File: src/nocPkg.sv
`default_nettype none

package nocPkg;

  // **************************************************
  // Router sizes.
  // **************************************************
  localparam int numPorts = 5;
  localparam int queueDepth = 4;
  localparam int ptrWidth = $clog2(queueDepth);

  // **************************************************
  // Flit fields.
  // **************************************************
  typedef logic [2:0] flitIdT;
  typedef logic [11:0] lengthT;    // Slice limit in clock periods.
  typedef logic [15:0] payloadT;
  typedef logic [2:0] portIdT;     // 0 L, 1 N, 2 E, 3 W, 4 S.
  typedef logic [numPorts-1:0] portMaskT;

  localparam flitIdT flitHead = 3'b001;
  localparam flitIdT flitBody = 3'b010;
  localparam flitIdT flitTail = 3'b100;

  typedef struct packed {
    flitIdT flitId;
    lengthT length;                // Only meaningful in head flits.
    payloadT payload;
  } flitT;

  // **************************************************
  // Arbiter states.
  // **************************************************
  typedef enum logic [2:0] {
    idle   = 3'd0,
    grantL = 3'd1,
    grantN = 3'd2,
    grantE = 3'd3,
    grantW = 3'd4,
    grantS = 3'd5                  // Grant state n serves port n-1.
  } arbStateT;

endpackage

`default_nettype wire

File: src/flitTimer.sv
`timescale 1ns/1ps
`default_nettype none

module flitTimer (
  input  logic          clk,
  input  logic          rst,
  input  nocPkg::flitT  headFlit,
  input  logic          headValid,
  input  logic          run,
  output logic          timesUp
);

  import nocPkg::*;

  lengthT limit;
  lengthT count;

  always_ff @(posedge clk)
  begin
    if (rst)
    begin
      limit <= '0;
      count <= '0;
    end
    else
    begin
      if (headValid && headFlit.flitId == flitHead)
        limit <= headFlit.length;   // New packet sets the slice.
      if (run)
        count <= count + 1'b1;
      else
        count <= '0;                // Cleared whenever the grant lapses.
    end
  end

  assign timesUp = (count == limit);

endmodule

`default_nettype wire

File: src/inputQueue.sv
`timescale 1ns/1ps
`default_nettype none

module inputQueue (
  input  logic          clk,
  input  logic          rst,
  input  logic          inValid,
  output logic          inReady,
  input  nocPkg::flitT  inFlit,
  input  logic          pop,
  output nocPkg::flitT  headFlit,
  output logic          notEmpty
);

  import nocPkg::*;

  flitT mem [queueDepth];
  logic [ptrWidth-1:0] wrPtr;
  logic [ptrWidth-1:0] rdPtr;
  logic [ptrWidth:0] count;
  logic push;

  function automatic logic [ptrWidth-1:0] advance(logic [ptrWidth-1:0] p);
    if (p == ptrWidth'(queueDepth - 1))
      return '0;
    return p + 1'b1;
  endfunction

  assign inReady = (count != (ptrWidth + 1)'(queueDepth));
  assign notEmpty = (count != '0);
  assign push = inValid && inReady;
  assign headFlit = mem[rdPtr];

  always_ff @(posedge clk)
  begin
    if (push)
      mem[wrPtr] <= inFlit;
  end

  always_ff @(posedge clk)
  begin
    if (rst)
    begin
      wrPtr <= '0;
      rdPtr <= '0;
      count <= '0;
    end
    else
    begin
      if (push)
        wrPtr <= advance(wrPtr);
      if (pop)
        rdPtr <= advance(rdPtr);
      case ({push, pop})
        2'b10: count <= count + 1'b1;
        2'b01: count <= count - 1'b1;
        default: ;                  // Both or neither, occupancy holds.
      endcase
    end
  end

  // Output stage must never pop a drained queue.
  popNotEmpty: assert property (@(posedge clk) disable iff (rst) pop |-> notEmpty)
    else $error("inputQueue pop while empty");

endmodule

`default_nettype wire

File: src/portArbiter.sv
`timescale 1ns/1ps
`default_nettype none

module portArbiter (
  input  logic                                   clk,
  input  logic                                   rst,
  input  nocPkg::portMaskT                       req,
  input  nocPkg::flitT [nocPkg::numPorts-1:0]    headFlit,
  output nocPkg::portMaskT                       grant
);

  import nocPkg::*;

  arbStateT state;
  arbStateT nextState;
  portIdT curPort;
  portMaskT inState;
  portMaskT run;
  portMaskT timesUp;

  // Nearest requester after cur, wrapping back to cur last.
  function automatic arbStateT rotate(portIdT cur, portMaskT r);
    arbStateT s;
    int idx;
    s = idle;
    for (int k = numPorts; k >= 1; k--)
    begin
      idx = (int'(cur) + k) % numPorts;
      if (r[idx])
        s = arbStateT'(idx + 1);
    end
    return s;
  endfunction

  // **************************************************
  // Time-slice timers.
  // **************************************************
  for (genvar i = 0; i < numPorts; i++)
  begin : gTimer
    flitTimer timer (
      .clk       (clk),
      .rst       (rst),
      .headFlit  (headFlit[i]),
      .headValid (req[i]),
      .run       (run[i]),
      .timesUp   (timesUp[i])
    );
  end

  // **************************************************
  // Grant FSM.
  // **************************************************
  assign curPort = portIdT'(state) - 3'd1;
  assign inState = (state == idle) ? '0 : portMaskT'(1) << curPort;
  assign grant = inState & req;
  assign run = inState & req & ~timesUp;   // High only on edges that stay.

  always_comb
  begin
    if (state == idle)
      nextState = rotate(portIdT'(numPorts - 1), req);   // Fixed order from L.
    else if (|run)
      nextState = state;
    else
      nextState = rotate(curPort, req);
  end

  always_ff @(posedge clk)
  begin
    if (rst)
      state <= idle;
    else
      state <= nextState;
  end

  grantOneHot: assert property (@(posedge clk) disable iff (rst) $onehot0(grant))
    else $error("portArbiter grant not one-hot");

endmodule

`default_nettype wire

File: src/linkOutputStage.sv
`timescale 1ns/1ps
`default_nettype none

module linkOutputStage (
  input  logic                                   clk,
  input  logic                                   rst,
  input  nocPkg::portMaskT                       grant,
  input  nocPkg::flitT [nocPkg::numPorts-1:0]    headFlit,
  output nocPkg::portMaskT                       pop,
  output logic                                   outValid,
  input  logic                                   outReady,
  output nocPkg::flitT                           outFlit,
  output nocPkg::portIdT                         outSrc
);

  import nocPkg::*;

  flitT selFlit;
  portIdT selSrc;
  logic regFree;

  always_comb
  begin
    selFlit = '0;
    selSrc = '0;
    for (int i = 0; i < numPorts; i++)
      if (grant[i])
      begin
        selFlit = headFlit[i];
        selSrc = portIdT'(i);       // Tag for the receiver.
      end
  end

  assign regFree = !outValid || outReady;   // Empty or draining now.
  assign pop = regFree ? grant : '0;

  always_ff @(posedge clk)
  begin
    if (rst)
      outValid <= 1'b0;
    else if (regFree)
      outValid <= |grant;
  end

  always_ff @(posedge clk)
  begin
    if (|pop)
    begin
      outFlit <= selFlit;
      outSrc <= selSrc;
    end
  end

  // Held flit stays put until the link takes it.
  outHold: assert property (@(posedge clk) disable iff (rst)
    outValid && !outReady |=> outValid && $stable(outFlit) && $stable(outSrc))
    else $error("linkOutputStage output changed under back-pressure");

endmodule

`default_nettype wire

File: src/routerOutputPort.sv
`timescale 1ns/1ps
`default_nettype none

module routerOutputPort (
  input  logic                                   clk,
  input  logic                                   rst,
  input  nocPkg::portMaskT                       inValid,
  output nocPkg::portMaskT                       inReady,
  input  nocPkg::flitT [nocPkg::numPorts-1:0]    inFlit,
  output logic                                   outValid,
  input  logic                                   outReady,
  output nocPkg::flitT                           outFlit,
  output nocPkg::portIdT                         outSrc
);

  import nocPkg::*;

  flitT [numPorts-1:0] headFlit;
  portMaskT notEmpty;
  portMaskT grant;
  portMaskT pop;

  // **************************************************
  // Input queues, one per port.
  // **************************************************
  for (genvar i = 0; i < numPorts; i++)
  begin : gQueue
    inputQueue queue (
      .clk      (clk),
      .rst      (rst),
      .inValid  (inValid[i]),
      .inReady  (inReady[i]),
      .inFlit   (inFlit[i]),
      .pop      (pop[i]),
      .headFlit (headFlit[i]),
      .notEmpty (notEmpty[i])
    );
  end

  // **************************************************
  // Arbitration and link drive.
  // **************************************************
  portArbiter portArb (
    .clk      (clk),
    .rst      (rst),
    .req      (notEmpty),
    .headFlit (headFlit),
    .grant    (grant)
  );

  linkOutputStage outStage (
    .clk      (clk),
    .rst      (rst),
    .grant    (grant),
    .headFlit (headFlit),
    .pop      (pop),
    .outValid (outValid),
    .outReady (outReady),
    .outFlit  (outFlit),
    .outSrc   (outSrc)
  );

endmodule

`default_nettype wire

File: config.mk
export PLATFORM = sky130hd
export DESIGN_NAME = routerOutputPort
export DESIGN_NICKNAME = d
export VERILOG_FILES = /design/src/nocPkg.sv /design/src/flitTimer.sv /design/src/inputQueue.sv /design/src/portArbiter.sv /design/src/linkOutputStage.sv /design/src/routerOutputPort.sv
export SDC_FILE = /design/constraint.sdc
export NUM_CORES = 1
export LEC_CHECK = 0
export BUFFER_PORTS_ARGS = -buffer_cell sky130_fd_sc_hd__buf_2
export CORE_MARGIN = 2
export CORE_UTILIZATION = 30
export DETAILED_ROUTE_END_ITERATION = 8
export PLACE_DENSITY_LB_ADDON = 0.15
export REMOVE_ABC_BUFFERS = 1
export SLEW_MARGIN = 15
export SYNTH_ARGS = -nofsm -noshare
export SYNTH_HDL_FRONTEND = slang
export SYNTH_SLANG_ARGS = --single-unit
File: constraint.sdc
create_clock -name clk -period 11.94 [get_ports clk]
set_input_delay 0.597 -clock clk [delete_from_list [all_inputs] [get_ports clk]]
set_output_delay 0.597 -clock clk [all_outputs]
set_load 0.05 [all_outputs]
# After elaboration in Yosys (flattened, before gate mapping)
# Memory sizes are Yosys's and may differ from the RTL's. A register that Yosys moved wholly into a read port is not among the register bits.
# Cells that the tools add are included.
# op_classes
n_addsub	36
n_div	5
n_lt_le_gt_ge	5
n_eq_ne	36
shifts	1
muxes	112
bitwise	8
reduce_logical	31
# ops
operator	n
$lt 32x5->1 const B	5
$mod 32x4->32 const B	5
$mux 31	5
$mux 2	32
$add 12x1->12 const B	5
$eq 12x12->1	5
$mux 1	51
$mux 3	12
$eq 2x2->1 const B	15
$pmux 3 s2	5
$add 2x1->2 const B	10
$sub 3x1->3 const B	6
$add 3x1->3 const B	5
$add 3x2->3 const B	5
$bmux 1 s3	5
$eq 3x1->1 const B	5
$ne 3x3->1 const B	5
$reduce_bool 3->1	5
$reduce_or 5->1	3
$and 5x5->5	2
$eq 2x1->1 const B	5
$logic_and 1x1->1	10
$mux 5	2
$reduce_bool 2->1	5
other kinds (11)	21
# word_totals
regBits	193
ramBits	620
input_bits	163
out_inout_bits	40
elab_cells	270
mem_count	5
# memory_table
name	words	width	rd	rd_ports_with_merged_regs	wr	line	text
gQueue[0].queue.mem	4	31	1	1	1	inputQueue.sv:17	flitT mem [queueDepth];
gQueue[1].queue.mem	4	31	1	1	1	inputQueue.sv:17	
gQueue[2].queue.mem	4	31	1	1	1	inputQueue.sv:17	
gQueue[3].queue.mem	4	31	1	1	1	inputQueue.sv:17	
gQueue[4].queue.mem	4	31	1	1	1	inputQueue.sv:17	

# Logic depth before layout (Yosys ltp)
# Gate-level depths: netlist (run 1).
# logic_depth
word_depth	13
ltp_mapped	24
ltp_nobuf	21

# Cells and area by module
# A second synthesis (run 1) with hierarchy kept.
# unflattened
cells_unflattened	2275
hier_area_um2	35167.5
# by_module_without_submodules
module	instances	cells_each	area_per_inst_um2	seq_area_each_um2
inputQueue	5	208	4938.5	3903.7
flitTimer	5	126	1079.8	480.5
linkOutputStage	1	265	2683.8	1041.0
portArbiter	1	340	2392.3	60.1

# Worst setup path before layout (run 1)
# No wires, ideal clock.
# synth_path
path_kind	register to register
start	register portArb.state[0]
end	register portArb.state[0]
setup_time_ps	143
arrival_time_ps	5132
t_required_ps	11797
setup_slack_ps	6665
stages_incl_launch_ff	25
n_path_buf	4
period_less_slack_ps	5275
cell_sequence	dfxtp_1 > buf_4 > inv_2 > clkbuf_1 > ha_1 > ha_1 > buf_4 > inv_1 > ha_1 > buf_2 > inv_1 > ha_1 > o21ai_0 > nand2b_1 > a22o_1 > ha_1 > nand2b_1 > a2111oi_2 > a21o_1 > mux2i_1 > mux2i_1 > a31oi_1 > o221ai_1 > a221oi_1 > o32ai_1
# synth_between
elab_chain_cells	13
elab_cells_between_ends	45
cone_classes	11 x add/sub; 5 x div; 1 x eq/ne; 1 x shift; 23 x mux; 2 x bitwise; 2 x reduce/logical
# synth_rtl
item	line	text
start: declaration	portArbiter.sv:14	arbStateT state;
start signal: assignment	portArbiter.sv:71	state <= idle;
start signal: assignment	portArbiter.sv:73	state <= nextState;
$sub 3x1->3	portArbiter.sv:53	assign curPort = portIdT'(state) - 3'd1;
$add 3x3->4	portArbiter.sv:28	idx = (int'(cur) + k) % numPorts;
$mod 32x4->32	portArbiter.sv:28	
$bmux 1 s3	portArbiter.sv:29	if (r[idx])
$mux 1 (implied by the code) (2 in a row)	portArbiter.sv:29	
$mux 3 (5 in a row)	portArbiter.sv:29	
$mux 3	portArbiter.sv:62	else if (|run)
$mux 3	portArbiter.sv:60	if (state == idle)
# Several ways; a longest one is shown, not always the timed one. The select of a mux whose other input is x is not followed.
# A chain may end at the register's enable or synchronous reset.

# Final worst setup path (run 1)
# Same ends and word-level chain as after synthesis.

==> impl_metrics.tcl, run 1 <==
set metrics [dict create \
    clock_skew_ns 0.0205 \
    clk_pin_slew_ns 0.06 \
    endpoint_kind "flop" \
    synth_top_area_share 0.579 \
    holdPathStages 1 \
    dieArea_um2 116000 \
    max_cap_violations 0 \
    timing.final.crit_share 0.530 \
    status "finished, final reports clean" \
    drc 0 \
    power_density_nw_per_um2 209 \
    ys_seq_area_frac 0.679 \
    clock-sinks 823 \
    path_class "reg -> reg" \
    drt_wl_total_um 88500 \
    avgSynthCellArea_um2 15.7 \
    cts_tree "done" \
    area_delta_synth_final_pct 16.6 \
    yosys_warnings 0 \
    gp_congestion 0.803 \
    root_buffer "clkbuf_16" \
    hold_buffers 0 \
    max_freq_mhz 158 \
    yosys-top-cells-count "654 x edfxtp_1, 217 x nor2_1, 169 x dfxtp_1, 157 x mux4_2, 100 x a21oi_1" \
    h-tree-depth 3 \
    timing.rr.start "portArb.state[0]$_SDFFE_PP0P_" \
    tightest_slew_ns 1.18 \
    yosysUniqueCellTypes 74 \
    worst_setup_path_start_kind "flop" \
    ys_ff_latch 823 \
    antenna_found_initial 43 \
    min_period_ns 6.33 \
    core_area_um2 112000 \
    grt_pass1_vias 19591 \
    grt_setup_unrepaired "no" \
    io_pins 203 \
    synthesis.instances 2156 \
    ir_drop_v 0.000118 \
    cts_buffers 89 \
    synth_area_leaders "edfxtp_1 58%, mux4_2 10%, dfxtp_1 10%, ha_1 2.4%, nor2_1 2.4%" \
    whs_ns 0.175 \
    setup_viol 0 \
    vias 18871 \
    n_fill_cell 10823 \
    drive_gt1_frac 0.233 \
    syn-cell-area_um2 33900 \
    cts_setup_buffers 0 \
    multi_input_area_um2 10300 \
    cts_max_path_buffers 3 \
    final_util 0.352 \
    layout.cells.non_filler 3966 \
    min-delay-start "inFlit[26]" \
    nets 2625 \
    start_util 0.302 \
    yosysMostFrequentCell "edfxtp_1" \
    port_buffers 202 \
    crit_start "portArb.state[0]$_SDFFE_PP0P_" \
    r2r_cells 21 \
    power.total_uw 8280 \
    grt_use_total 0.152 \
    relSlewSlack 0.212 \
    hold_class "in -> reg" \
    insertion_delay_ns 0.63 \
    slew_violations 0 \
    min_to "gQueue[0].queue.mem[2][26]$_DFFE_PP_" \
    grt-ovfl-total 0 \
    async_reset_ff_frac 0 \
    arrival_ns 6.81 \
    p_leak_uw 0.0134 \
    hold_viol_final 0 \
    yosys.area.top_type "edfxtp_1" \
    layout.area.seq_um2 23000 \
    synth_edf_count 654 \
    cp_max_fo 22 \
    post_cts_resized 0 \
    drt_iter0_markers 1156 \
    die_width_um 340 \
    tns_ns 0 \
    worstReg2RegEnd "portArb.state[0]$_SDFFE_PP0P_" \
    dp_cells 3800 \
    yosys_most_used_dff "edfxtp_1" \
    wl_per_cell_um 22.3 \
    required_ns 12.42 \
    antenna_left 0 \
    rows 123 \
    grt_pass1_wl_um 131000 \
    drt_pass1_iterations 5 \
    via_per_inst 4.76 \
    reg2reg_setup_slack_ns 5.61 \
    grt_max_degree 67 \
    hpwl_um 59600 \
    die_h_um 340 \
]
## cells in the final DEF (no fill, tap or decap), types with 23 or more instances in the layout
| master | count |
|---|---|
| ha_1 | 66 |
| edfxtp_1 | 654 |
| buf_2 | 201 |
| dfxtp_1 | 164 |
| inv_1 | 55 |
| xnor2_1 | 40 |
| mux2i_1 | 70 |
| clkbuf_16 | 91 |
| buf_4 | 44 |
| and3_1 | 37 |
| nor3_1 | 23 |
| xor2_1 | 87 |
| nor2_1 | 217 |
| a21oi_1 | 100 |
| mux4_2 | 157 |
| o21ai_0 | 38 |
| nand3_1 | 56 |
| nand2_1 | 84 |
## worst max-delay path by stage
stage	slack (ns)	end	depth (start not counted)
floorplan	6.46	portArb.state[0]$_SDFFE_PP0P_	20
global placement	5.95	portArb.state[0]$_SDFFE_PP0P_	21
detailed placement	5.66	portArb.state[0]$_SDFFE_PP0P_	21
CTS	5.64	portArb.state[0]$_SDFFE_PP0P_	21
global route	5.13	portArb.state[0]$_SDFFE_PP0P_	21
finish	5.61	portArb.state[0]$_SDFFE_PP0P_	21
## final cells by class
type                            instances  share of cell area
Sequential cell                       823               0.583
Inverter                               56             0.00532
Tap cell                             1500              0.0475
Timing Repair Buffer                  245              0.0338
Antenna cell                            8            0.000506
Multi-Input combinational cell       1176               0.260
Clock buffer                          115              0.0611
Clock inverter                         43             0.00886
## flip-flops by register name, summed over array words and instances (netlist names), named ones only
| signal | cells |
|---|---|
| gQueue.queue.wrPtr | 10 |
| gQueue.queue.rdPtr | 10 |
| outStage.outSrc | 3 |
| portArb.gTimer.timer.count | 60 |
| gQueue.queue.count | 15 |
| portArb.state | 3 |
| portArb.gTimer.timer.limit | 60 |
| outStage.outValid | 1 |
| outStage.outFlit | 31 |
| gQueue.queue.mem | 620 |
## critical path: stages (launching register included)
cell and delay [ns]:
dfxtp_1 0.31, buf_4 0.29, inv_2 0.27, ha_1 0.38
ha_1 0.69, inv_1 0.25, ha_1 0.59, inv_1 0.17
ha_1 0.26, o21ai_0 0.16, nand2b_1 0.08, a22o_1 0.29
ha_1 0.21, nand2b_1 0.17, a2111oi_2 0.44, a21o_1 0.30
mux2i_1 0.30, mux2i_1 0.11, a31oi_1 0.30, o221ai_1 0.16
a221oi_1 0.31, o32ai_1 0.14
## stage by stage
stage / setup WS [ns] / area [um2]
after floorplan: 6.46 / 33500
after global placement: 5.95 / 36700
after detailed placement: 5.66 / 36700
after CTS: 5.64 / 39500
after global routing: 5.13 / 39500
final: 5.61 / 39500
## metal layers
| layer | GRT usage | vias up | routed length [um] |
|---|---|---|---|
| met1 | 0.192 | 9528 | 36800 |
| li1 | - | 8722 | - |
| met5 | 0 | - | 230 |
| met4 | 0.0498 | 38 | 2380 |
| met3 | 0.0331 | 180 | 5020 |
| met2 | 0.260 | 403 | 44000 |
## report_power, final
group / internal [uW] / leakage (uW) / switching (uW)
clock: 1530 / 0.00135 / 1110
combinational: 868 / 0.00468 / 1410
sequential: 3300 / 0.00740 / 67.1
total: 5700 / 0.0134 / 2580
## cells by family after synthesis
logic type / after synthesis / share of synthesized area
AO/OA/AOI/OAI: 226 / 0.0420
AND/OR/NAND/NOR: 515 / 0.0711
buffers and inverters: 157 / 0.0191
multiplexers: 236 / 0.128
XOR/XNOR: 128 / 0.0333
flip-flops: 823 / 0.679
adder cells (fa/ha/maj): 71 / 0.0273
(Power assumes the default switching activity.)
==> inputs of run 2 (changes only) <==
==> constraint.sdc (replaced) <==
create_clock -name clk -period 5.4 [get_ports clk]
set_input_delay 0.27 -clock clk [delete_from_list [all_inputs] [get_ports clk]]
set_output_delay 0.27 -clock clk [all_outputs]
set_load 0.05 [all_outputs]
==> impl_metrics.tcl, run 2 (synthesis gave the netlist of run 1 again) <==
set metrics [dict create \
    status "finished, final reports clean" \
    root_buffer "clkbuf_16" \
    insertion_delay_ns 0.64 \
    post-place-ws_ns -0.0930 \
    clock-sinks 823 \
    timing.final.crit_share 0.931 \
    setup_ws_ns 0.370 \
    cts_buffers 87 \
    hold_class "in -> reg" \
    rows 123 \
    met1_length_um 37400 \
    grt-ovfl-total 0 \
    h-tree-depth 3 \
    die_h_um 340 \
    grt_use_total 0.152 \
    core_area_um2 112000 \
    drive_gt1_frac 0.226 \
    cts_max_path_buffers 3 \
    area_delta_synth_final_pct 22.2 \
    power.total_uw 18900 \
    setup_viol 0 \
    min_period_ns 5.03 \
    clock_skew_ns 0.0265 \
    holdPathStages 2 \
    grt_max_degree 65 \
    antenna_found_initial 16 \
    max_freq_mhz 199 \
    grt_setup_unrepaired "no" \
    antenna_left 0 \
    vias 19560 \
    top_layer "met5" \
    start_util 0.302 \
    nets 2785 \
    ir_drop_v 0.000271 \
    cp_max_fo 13 \
    hold_viol_final 0 \
    grt_pass1_vias 20539 \
    arrival_ns 5.52 \
    wl_met2_um 44300 \
    die_width_um 340 \
    drt_iter0_markers 1190 \
    drt_pass1_iterations 5 \
    clk_pin_slew_ns 0.06 \
    top_register "gQueue.queue.mem" \
    via_per_inst 4.74 \
    grt_pass1_wl_um 132000 \
    tightest_slew_ns 1.01 \
    dieArea_um2 116000 \
    final_common_cell "edfxtp_1" \
    endpoint_kind "flop" \
    hpwl_um 60500 \
    required_ns 5.89 \
    max_cap_violations 0 \
    p_leak_uw 0.0142 \
    wl_met3_um 3880 \
    drt_wl_total_um 88300 \
    largest_reg_flops 620 \
    io_pins 203 \
    slew_violations 0 \
    gp_congestion 0.814 \
    port_buffers 202 \
    worst_setup_path_start_kind "flop" \
    drc 0 \
    final_util 0.369 \
    cts_tree "done" \
    relSlewSlack 0.323 \
    final_cell_mix "654 x edfxtp_1, 217 x nor2_1, 201 x buf_2" \
    power_density_nw_per_um2 456 \
    r2r_cells 20 \
    path_class "reg -> reg" \
    reg.largest.list "gQueue.queue.mem: 620 flops, portArb.gTimer.timer.count: 60 flops, portArb.gTimer.timer.limit: 60 flops" \
    wl_per_cell_um 21.4 \
]
## run 2: worst paths after layout
kind | from | end | slack [ns]
max | portArb.state[1]$_SDFFE_PP0P_ | portArb.state[0]$_SDFFE_PP0P_ | 0.37
max reg2reg | portArb.state[1]$_SDFFE_PP0P_ | portArb.state[0]$_SDFFE_PP0P_ | 0.37
min | rst | gQueue[4].queue.wrPtr[0]$_SDFFE_PP0P_ | 0.08
min reg2reg | gQueue[4].queue.rdPtr[1]$_SDFFE_PP0P_ | flop | 0.48
## run 2: metal layers
| layer | vias to the layer above | global-route usage |
|---|---|---|
| met5 | - | 0 |
| met4 | 18 | 0.0542 |
| met3 | 139 | 0.0256 |
| met2 | 392 | 0.263 |
| met1 | 9954 | 0.192 |
| li1 | 9057 | - |
## run 2: where the power goes
part           leakage [uW]  total (uW)  internal (uW)  switching, uW
sequential          0.00740        7490           7290            193
combinational       0.00536        5150           2080           3070
clock               0.00148        6260           3830           2440
## run 2: cell type report
cell class,instances,area (um2)
diodes,6,15.0
well taps,1500,1880
fillers,10774,70900
flip-flops and latches,823,23000
inverters,56,210
multi-input cells,1176,10300
repair buffers,407,2950
clock buffers,120,2520
clock inverters,39,503
## run 2: through the flow
stage / setup TNS [ns] / hold WS [ns] / instances / cell area, um2
2_1_floorplan: -0.135 / 0.339 / 2055 / 33500
3_3_place_gp: 0 / 0.462 / 3806 / 36800
3_5_place_dp: -0.0930 / 0.473 / 3806 / 36800
4_1_cts: 0 / 0.0381 / 4120 / 41400
5_1_grt: 0 / 0.0770 / 4126 / 41400
6_report: 0 / 0.0767 / 4127 / 41400
## run 2: critical path: stages (launching register included)
cell,delay [ns]
dfxtp_1,0.38
inv_1,0.14
ha_2,0.27
ha_4,0.35
inv_1,0.15
ha_4,0.38
inv_1,0.11
ha_1,0.24
o21ai_0,0.16
nand2b_1,0.07
a22o_1,0.29
ha_1,0.22
nand2b_1,0.17
a2111oi_2,0.42
a21o_1,0.26
mux2i_2,0.30
mux2i_1,0.11
a31oi_1,0.25
o221ai_1,0.17
a221oi_1,0.31
o32ai_1,0.14
## run 2: what timing repair did
action / 4_1_cts / 5_1_grt
resized for setup: 2 / 4
pin swaps: 0 / 1
hold buffers: 155 / 0
setup endpoints to repair: 2 / 3
endpoints found under the hold margin: 620 / 0
buffers inserted: 0 / 1
gates cloned: 0 / 0
